$ cat src/source/control_pkg.sv
`default_nettype none

package control_pkg;

	localparam int OPCODE_W = 6; // Instruction opcode field
	localparam int ALU_OP_W = 4; // ALU function code
	localparam int PC_SEL_W = 2; // PC adder select
	localparam int WB_SEL_W = 2; // Register write-back source
	localparam int BR_COND_W = 3; // Decoded branch condition

	typedef logic [OPCODE_W-1:0] opcode_t;
	typedef logic [ALU_OP_W-1:0] alu_op_t;
	typedef logic [PC_SEL_W-1:0] pc_sel_t;
	typedef logic [WB_SEL_W-1:0] wb_sel_t;
	typedef logic [BR_COND_W-1:0] branch_cond_t;

	localparam alu_op_t ALU_ADD = 4'd0;
	localparam alu_op_t ALU_SUB = 4'd1;
	localparam alu_op_t ALU_MUL = 4'd2;
	localparam alu_op_t ALU_DIV = 4'd3;
	localparam alu_op_t ALU_AND = 4'd4;
	localparam alu_op_t ALU_OR = 4'd5;
	localparam alu_op_t ALU_XOR = 4'd6;
	localparam alu_op_t ALU_NOT = 4'd7; // Unary on rs
	localparam alu_op_t ALU_SHL = 4'd8;
	localparam alu_op_t ALU_SHR = 4'd9;
	localparam alu_op_t ALU_PASS_A = 4'd10; // rd = rs
	localparam alu_op_t ALU_PASS_IMM = 4'd11; // Result is the immediate

	localparam pc_sel_t PC_HOLD = 2'd0; // PC unchanged
	localparam pc_sel_t PC_INC = 2'd1; // PC + 1
	localparam pc_sel_t PC_BRANCH = 2'd2; // Relative branch target
	localparam pc_sel_t PC_JUMP = 2'd3; // Absolute jump target

	localparam wb_sel_t WB_NONE = 2'd0;
	localparam wb_sel_t WB_ALU = 2'd1;
	localparam wb_sel_t WB_MEM = 2'd2; // Data memory read word
	localparam wb_sel_t WB_INPUT = 2'd3; // External input port

	localparam branch_cond_t BR_NONE = 3'd0; // Not a conditional branch
	localparam branch_cond_t BR_EQ = 3'd1;
	localparam branch_cond_t BR_NE = 3'd2;
	localparam branch_cond_t BR_LT = 3'd3;
	localparam branch_cond_t BR_LE = 3'd4;
	localparam branch_cond_t BR_GT = 3'd5;
	localparam branch_cond_t BR_GE = 3'd6;

	// Opcode map, immediate forms sit one above their register forms
	localparam opcode_t OP_NOP = 6'd0;
	localparam opcode_t OP_ADD = 6'd1;
	localparam opcode_t OP_ADDI = 6'd2;
	localparam opcode_t OP_SUB = 6'd3;
	localparam opcode_t OP_SUBI = 6'd4;
	localparam opcode_t OP_MUL = 6'd5;
	localparam opcode_t OP_MULI = 6'd6;
	localparam opcode_t OP_DIV = 6'd7;
	localparam opcode_t OP_DIVI = 6'd8;
	localparam opcode_t OP_AND = 6'd9;
	localparam opcode_t OP_ANDI = 6'd10;
	localparam opcode_t OP_OR = 6'd11;
	localparam opcode_t OP_ORI = 6'd12;
	localparam opcode_t OP_XOR = 6'd13;
	localparam opcode_t OP_XORI = 6'd14;
	localparam opcode_t OP_NOT = 6'd15;
	localparam opcode_t OP_SL = 6'd16;
	localparam opcode_t OP_SR = 6'd17;
	localparam opcode_t OP_MOV = 6'd18;
	localparam opcode_t OP_LW = 6'd19;
	localparam opcode_t OP_LI = 6'd20;
	localparam opcode_t OP_LA = 6'd21; // Decodes as NOP
	localparam opcode_t OP_SW = 6'd22;
	localparam opcode_t OP_BEQ = 6'd23;
	localparam opcode_t OP_BNE = 6'd24;
	localparam opcode_t OP_BLT = 6'd25;
	localparam opcode_t OP_BLET = 6'd26;
	localparam opcode_t OP_BGT = 6'd27;
	localparam opcode_t OP_BGET = 6'd28;
	localparam opcode_t OP_J = 6'd29;
	localparam opcode_t OP_JAL = 6'd30; // Decodes as NOP
	localparam opcode_t OP_JR = 6'd31; // Decodes as NOP
	localparam opcode_t OP_IN = 6'd32;
	localparam opcode_t OP_OUT = 6'd33;
	localparam opcode_t OP_RESET = 6'd62;
	localparam opcode_t OP_HALT = 6'd63;

endpackage

`default_nettype wire

$ cat src/source/instruction_decoder.sv
`default_nettype none
`timescale 1ns/1ps

module instruction_decoder (
	input wire control_pkg::opcode_t opcode,
	output logic rd_sel, // 1 selects rd field as destination
	output logic alu_src, // 1 feeds the immediate to the ALU
	output control_pkg::wb_sel_t wb_sel,
	output control_pkg::alu_op_t alu_op,
	output control_pkg::pc_sel_t dec_pc_sel, // Before branch resolution
	output control_pkg::branch_cond_t branch_cond,
	output logic dec_reg_write,
	output logic dec_mem_write,
	output logic dec_out,
	output logic is_in,
	output logic is_halt,
	output logic is_reset
);
	import control_pkg::*;

	always_comb begin
		rd_sel = 1'b0;
		alu_src = 1'b0;
		wb_sel = WB_NONE;
		alu_op = ALU_ADD;
		dec_pc_sel = PC_INC; // Most instructions just step
		branch_cond = BR_NONE;
		dec_reg_write = 1'b0;
		dec_mem_write = 1'b0;
		dec_out = 1'b0;
		is_in = 1'b0;
		is_halt = 1'b0;
		is_reset = 1'b0;

		case (opcode)
			OP_ADD, OP_ADDI, OP_SUB, OP_SUBI, OP_MUL, OP_MULI, OP_DIV, OP_DIVI,
			OP_AND, OP_ANDI, OP_OR, OP_ORI, OP_XOR, OP_XORI: begin
				rd_sel = opcode[0]; // Odd opcode is the register form
				alu_src = ~opcode[0]; // Even opcode takes the immediate
				alu_op = alu_op_t'((opcode - OP_ADD) >> 1); // Each pair maps to one ALU op
				wb_sel = WB_ALU;
				dec_reg_write = 1'b1;
			end
			OP_NOT: begin
				alu_op = ALU_NOT;
				wb_sel = WB_ALU;
				dec_reg_write = 1'b1;
			end
			OP_SL, OP_SR: begin
				rd_sel = 1'b1;
				alu_op = (opcode == OP_SL) ? ALU_SHL : ALU_SHR;
				wb_sel = WB_ALU;
				dec_reg_write = 1'b1;
			end
			OP_MOV: begin
				alu_op = ALU_PASS_A;
				wb_sel = WB_ALU;
				dec_reg_write = 1'b1;
			end
			OP_LW, OP_LI: begin
				alu_src = 1'b1;
				alu_op = ALU_PASS_IMM; // Immediate is the address or the value
				wb_sel = (opcode == OP_LW) ? WB_MEM : WB_ALU;
				dec_reg_write = 1'b1;
			end
			OP_SW: begin
				alu_src = 1'b1;
				alu_op = ALU_PASS_IMM; // Store address from immediate
				dec_mem_write = 1'b1;
			end
			OP_BEQ: branch_cond = BR_EQ;
			OP_BNE: branch_cond = BR_NE;
			OP_BLT: branch_cond = BR_LT;
			OP_BLET: branch_cond = BR_LE;
			OP_BGT: branch_cond = BR_GT;
			OP_BGET: branch_cond = BR_GE;
			OP_J: dec_pc_sel = PC_JUMP;
			OP_IN: begin
				wb_sel = WB_INPUT; // Written only once the input is accepted
				dec_reg_write = 1'b1;
				is_in = 1'b1;
			end
			OP_OUT: begin
				alu_src = 1'b1;
				alu_op = ALU_PASS_IMM; // Output port address
				dec_out = 1'b1;
			end
			OP_HALT: begin
				dec_pc_sel = PC_HOLD;
				is_halt = 1'b1;
			end
			OP_RESET: begin
				dec_pc_sel = PC_HOLD;
				is_reset = 1'b1;
			end
			default: ; // NOP, LA, JAL, JR and unused codes only step the PC
		endcase

		if (branch_cond != BR_NONE) begin
			alu_src = 1'b1; // Branch offset comes from the immediate
			alu_op = ALU_PASS_IMM;
		end
	end

	// A store never also writes the register file
	always_comb begin
		assert (!(dec_reg_write && dec_mem_write))
			else $error("decoder drives register and memory write together");
	end

endmodule

`default_nettype wire

$ cat src/source/wait_controller.sv
`default_nettype none
`timescale 1ns/1ps

module wait_controller (
	input wire clock,
	input wire reset,
	input wire restart, // One-cycle strobe seen only while halted
	input wire input_valid, // One-cycle strobe seen only while waiting
	input wire is_in,
	input wire is_halt,
	input wire is_reset,
	output logic stall, // No writes, PC holds
	output logic input_accept, // Input word written this cycle
	output logic restart_pc // PC reset requested
);

	typedef enum logic [1:0] {
		RUNNING,
		WAIT_INPUT,
		HALTED
	} wait_state_t;

	wait_state_t state;
	wait_state_t state_next;

	always_comb begin
		state_next = state;
		stall = 1'b0;
		input_accept = 1'b0;
		restart_pc = 1'b0;

		if (reset) begin
			stall = 1'b1; // Nothing issues during reset
			state_next = RUNNING;
		end else if (is_reset) begin
			restart_pc = 1'b1; // RESET opcode wins in every state
			state_next = RUNNING;
		end else begin
			case (state)
				RUNNING: begin
					if (is_in) begin
						stall = 1'b1; // First IN cycle always stalls
						state_next = WAIT_INPUT;
					end else if (is_halt) begin
						stall = 1'b1;
						state_next = HALTED;
					end
				end
				WAIT_INPUT: begin
					if (input_valid) begin
						input_accept = 1'b1;
						state_next = RUNNING;
					end else begin
						stall = 1'b1;
					end
				end
				HALTED: begin
					if (restart) begin
						restart_pc = 1'b1;
						state_next = RUNNING;
					end else begin
						stall = 1'b1; // input_valid is ignored here
					end
				end
				default: state_next = RUNNING;
			endcase
		end
	end

	always_ff @(posedge clock) begin
		if (reset) state <= RUNNING;
		else state <= state_next;
	end

	// A release cycle is never also a stall cycle
	release_not_stalled: assert property (@(posedge clock) disable iff (reset)
		(input_accept || restart_pc) |-> !stall);

endmodule

`default_nettype wire

$ cat src/source/issue_control.sv
`default_nettype none
`timescale 1ns/1ps

module issue_control (
	input wire stall,
	input wire input_accept,
	input wire restart_pc,
	input wire control_pkg::pc_sel_t dec_pc_sel,
	input wire control_pkg::branch_cond_t branch_cond,
	input wire less,
	input wire greater,
	input wire equal,
	input wire dec_reg_write,
	input wire dec_mem_write,
	input wire dec_out,
	output control_pkg::pc_sel_t pc_sel,
	output logic pc_write,
	output logic pc_reset,
	output logic reg_write,
	output logic mem_write,
	output logic out_strobe
);
	import control_pkg::*;

	logic branch_taken;
	pc_sel_t resolved_pc_sel;

	always_comb begin
		case (branch_cond)
			BR_EQ: branch_taken = equal;
			BR_NE: branch_taken = !equal;
			BR_LT: branch_taken = less;
			BR_LE: branch_taken = less || equal;
			BR_GT: branch_taken = greater;
			BR_GE: branch_taken = greater || equal;
			default: branch_taken = 1'b0; // BR_NONE and spare codes
		endcase
	end

	always_comb begin
		if (input_accept) resolved_pc_sel = PC_INC; // IN completes and steps on
		else if (branch_cond != BR_NONE) resolved_pc_sel = branch_taken ? PC_BRANCH : PC_INC;
		else resolved_pc_sel = dec_pc_sel;
	end

	always_comb begin
		pc_sel = PC_HOLD;
		pc_write = 1'b0;
		pc_reset = 1'b0;
		reg_write = 1'b0;
		mem_write = 1'b0;
		out_strobe = 1'b0;

		if (restart_pc) begin
			pc_reset = 1'b1; // PC cleared, nothing else moves
		end else if (!stall) begin
			pc_sel = resolved_pc_sel;
			pc_write = 1'b1;
			reg_write = dec_reg_write;
			mem_write = dec_mem_write;
			out_strobe = dec_out;
		end
	end

	always_comb begin
		assert (!(pc_reset && pc_write))
			else $error("pc_reset and pc_write active together");
		// An accepted input only ever completes an IN
		assert (!input_accept || dec_reg_write)
			else $error("input accepted without a register write");
	end

endmodule

`default_nettype wire

$ cat src/source/control_unit.sv
`default_nettype none
`timescale 1ns/1ps

module control_unit (
	input wire clock,
	input wire reset,
	input wire restart, // Leaves HALT
	input wire input_valid, // External input word ready
	input wire control_pkg::opcode_t opcode,
	input wire less, // ALU compare flags
	input wire greater,
	input wire equal,
	output logic rd_sel,
	output logic alu_src,
	output control_pkg::wb_sel_t wb_sel,
	output control_pkg::alu_op_t alu_op,
	output control_pkg::pc_sel_t pc_sel,
	output logic pc_write,
	output logic pc_reset,
	output logic reg_write,
	output logic mem_write,
	output logic out_strobe
);
	import control_pkg::*;

	pc_sel_t dec_pc_sel;
	branch_cond_t branch_cond;
	logic dec_reg_write;
	logic dec_mem_write;
	logic dec_out;
	logic is_in;
	logic is_halt;
	logic is_reset;
	logic stall;
	logic input_accept;
	logic restart_pc;

	instruction_decoder instruction_decoder_inst (
		.opcode(opcode),
		.rd_sel(rd_sel),
		.alu_src(alu_src),
		.wb_sel(wb_sel),
		.alu_op(alu_op),
		.dec_pc_sel(dec_pc_sel),
		.branch_cond(branch_cond),
		.dec_reg_write(dec_reg_write),
		.dec_mem_write(dec_mem_write),
		.dec_out(dec_out),
		.is_in(is_in),
		.is_halt(is_halt),
		.is_reset(is_reset)
	);

	wait_controller wait_controller_inst (
		.clock(clock),
		.reset(reset),
		.restart(restart),
		.input_valid(input_valid),
		.is_in(is_in),
		.is_halt(is_halt),
		.is_reset(is_reset),
		.stall(stall),
		.input_accept(input_accept),
		.restart_pc(restart_pc)
	);

	issue_control issue_control_inst (
		.stall(stall),
		.input_accept(input_accept),
		.restart_pc(restart_pc),
		.dec_pc_sel(dec_pc_sel),
		.branch_cond(branch_cond),
		.less(less),
		.greater(greater),
		.equal(equal),
		.dec_reg_write(dec_reg_write),
		.dec_mem_write(dec_mem_write),
		.dec_out(dec_out),
		.pc_sel(pc_sel),
		.pc_write(pc_write),
		.pc_reset(pc_reset),
		.reg_write(reg_write),
		.mem_write(mem_write),
		.out_strobe(out_strobe)
	);

endmodule

`default_nettype wire

$ cat config.mk
export PLATFORM = sky130hd
export DESIGN_NAME = control_unit
export DESIGN_NICKNAME = d
export VERILOG_FILES = /design/src/source/control_pkg.sv /design/src/source/instruction_decoder.sv /design/src/source/wait_controller.sv /design/src/source/issue_control.sv /design/src/source/control_unit.sv
export SDC_FILE = /design/constraint.sdc
export NUM_CORES = 1
export LEC_CHECK = 0
export BUFFER_PORTS_ARGS = -buffer_cell sky130_fd_sc_hd__clkbuf_2
export CORE_MARGIN = 4
export CORE_UTILIZATION = 49
export DETAILED_ROUTE_END_ITERATION = 10
export PLACE_DENSITY = 0.79
export SYNTH_ARGS = -nofsm -noshare
export SYNTH_HDL_FRONTEND = slang
export SYNTH_SLANG_ARGS = --single-unit
$ cat constraint.sdc
create_clock -name clock -period 2.2 [get_ports clock]
set_clock_uncertainty 0.05 [all_clocks]
set_input_delay 0.22 -clock clock [delete_from_list [all_inputs] [get_ports clock]]
set_output_delay 0.22 -clock clock [all_outputs]
set_load 0.02 [all_outputs]
==> results.md <==
* Final Max Slew Viols at 0
* Post-DP Area at 997.2 um^2
* Max FFs per register at 2
* Synth Area per Inst at 6.769 um^2
* Post-DP HPWL at 1.837 mm
* Share of cells above drive strength 1 at 45.51%
* Arrival @ worst endpoint at 1900 ps
* First-pass GRT wire length at roughly 3.8 mm
* Setup-failing EPs final at 0
* Yosys reg bits at 2
* Area leader, netlist: ha_1
* Final period util at 98.56%
* Setup WS pre-CTS at -39.08 ps
* First-pass iteration count of the detailed router at 4
* Vias/cell at 6.110
* Top Registers: wait_controller_inst.state (2)
* CTS sink count at 2
* Synth cell types at 45
* Rows at 14
* Register area share after synthesis at 5.055%
* Syn Nets at 135
* Synth warn at 0
* Antenna viol nets, final at 0
* Async S/R FF share, synth at 0%
* Placed cells at 167
* CP startpoint kind: input port
* Worst ir drop on vdd at ~0.16 mV
* Power density cells at 285.5 nW/um^2
* Setup TNS at 0 ps
* Cell area after synthesis at 792.0 um^2
* Vias in the first global route at 933
* EDFF count, synth at 0
* Worst Tran Pin Value at roughly 360 ps
* Die X at 48.21 um
* Leakage at 0.5052 nW
* Gate power share at 64.3%
* Status: completed
* Antenna cells at 0
* Post-Syn Instances at approximately 120
* Grt total ovfl at 0
* Slowest stage delay, CP at 260 ps
* Worst-path maximum fanout at 3
* Clock latency on the worst-skew pair at 230 ps
* Crit Path Class: in2out
* Die ar. at approximately 2300 um^2
* Clock slew at reported path FFs at 30 ps
* Hold slack at roughly 260 ps
* Pin count of the biggest net entering global routing at 11
* Die height at 48.21 um
* Drt initial violations at 77
* WHS Path Cells at 3
* IO Port Bufs at 27
* Reg with most FFs: wait_controller_inst.state
* CTS HTree Levels at 1
* Internal power at around 0.19 mW
* Sequential power share at 11.2%
* Count leader, synth: nand2_1
* Synth area leaders: ha_1, nand2_1, nor2_1, a21oi_1, dfxtp_1
* Worst Path Required at 1930 ps
* Worst path cell trace: clkbuf_2 -> buf_4 -> ha_4 -> or2_4 -> o2111ai_4 -> o21ai_1 -> o32ai_2 -> o21bai_4 -> o211a_1 -> buf_6
* Total power at 0.3332 mW
* Maximum root-to-sink buffer count at 2
* Fin crit period at 2168 ps
* Via count at 1051
* Worst rel slew slack at 76.03%
* # DRC at 0
* Layout Nets at 176
* Top-Level Pins at 28
* Switching part of the total at a little over two fifths
* Initial Utilization at 51.97%
* All-Layer GR Usage at 22.31%
* Last weighted congestion value of the routability-driven placer at 0.8806
* Slack of the critical path at 31.60 ps
* CORE AREA at 1524 um^2
* Sw Pwr at 0.1458 mW
* Maximum capacitance violations at 0
* Hold Crit Class: in2reg
* TritonCTS buffer count at 3
* Primary flip-flop cell chosen by synthesis mapping: dfxtp_1
* Final Cell Area at 1167 um^2
* Reg-to-reg slack, setup at 1190 ps
* Max Clk Rate at roughly 460 MHz
* CTS tree: yes
* Antenna violations before repair at 0
* Total Wirelength at approximately 2.7 mm
* DR WL/cell at 15.85 um
* Synth top cells by count: nand2_1, nor2_1, a21oi_1
* Post-layout util at 76.60%
* Final-report hold violation count at 0
* Fin cells at 172
* P&R area growth vs syn at 47.39%
* FF-to-FF path depth at 2
* Critical-path top delay cell: or2_4
* Top cell type's share of synthesized area at 7.899%
* Worst setup EP type: output pin
* Root Buffer: clkbuf_4
* Clock power share at 24.5%
==> critical path, delay by kind of cell <==
kind	cells	cell delay, ps
AOI/OAI and AO/OA	5	870
buffers and inverters	3	390
and+or+nand+nor	1	260
adders and majority gates	1	160
==> power groups by stage <==
stage | sequential, mW | clock, mW | combinational [mW]
detailed placement | 0.0378 | 0 | 0.176
CTS | 0.0373 | 0.0855 | 0.182
finish | 0.0374 | 0.0815 | 0.214
global route | 0.0374 | 0.0878 | 0.231
floorplan | 0.0377 | 0 | 0.120
global placement | 0.0378 | 0 | 0.173
==> layout make-up <==
class	instances	area, um^2
fillers	111	356.6
multi-input cells	102	777.0
flip-flops and latches	2	40.04
inverters	5	21.27
clock buffers	3	22.52
repair buffers	44	286.5
well taps	16	20.02
==> metal layers <==
| layer | vias up | share of wire, % | GRT usage [%] |
|---|---|---|---|
| li1 | 508 | - | - |
| met1 | 499 | 40 | 28.54 |
| met2 | 44 | 53 | 39.06 |
| met3 | 0 | 6.7 | 0.3690 |
| met4 | 0 | 0 | 9.140 |
| met5 | - | 0 | 0 |
==> final timing paths <==
kind / from / endpoint
max reg2reg: wait_controller_inst.state[1] / wait_controller_inst.state[1]
min reg2reg: wait_controller_inst.state[1] / wait_controller_inst.state[0]
max: opcode[1] / pc_sel[0]
min: restart / wait_controller_inst.state[1]
==> cell usage in the layout (no fill, tap or decap), types with 2 or more instances in the layout <==
cell / netlist / layout
nor3_1: 5 / 5
nand2_1: 16 / 16
ha_4: 0 / 3
clkbuf_2: 0 / 24
nand3b_1: 2 / 2
inv_1: 5 / 3
dfxtp_1: 2 / 2
nor2_1: 13 / 13
a21oi_1: 8 / 7
a21o_1: 2 / 2
a211o_1: 4 / 4
o21ai_1: 0 / 2
nand3_1: 3 / 3
clkbuf_4: 0 / 3
buf_4: 1 / 18
nand2b_1: 5 / 5
xnor2_1: 2 / 2
o21ai_0: 6 / 4
==> repair_timing <==
action / in CTS / in global routing
hold buffers: 0 / 0
pin swaps: 1 / 6
gates cloned: 0 / 0
endpoints found under the setup margin: 2 / 7
resized for setup: 8 / 24
buffers inserted: 1 / 1
==> logic make-up (layout without fill, tap and decap cells) <==
kind of cell | Yosys count | count (layout) | synth area share [%]
and+or+nand+nor | 54 | 54 | 34.12
muxes | 2 | 2 | 2.686
DFF | 2 | 2 | 5.055
adders and majority gates | 5 | 5 | 7.899
xor gates and xnor gates | 2 | 2 | 2.212
buffers and inverters | 13 | 52 | 11.06
AOI/OAI and AO/OA | 39 | 39 | 36.97
Power figures use the tool's default switching activity.
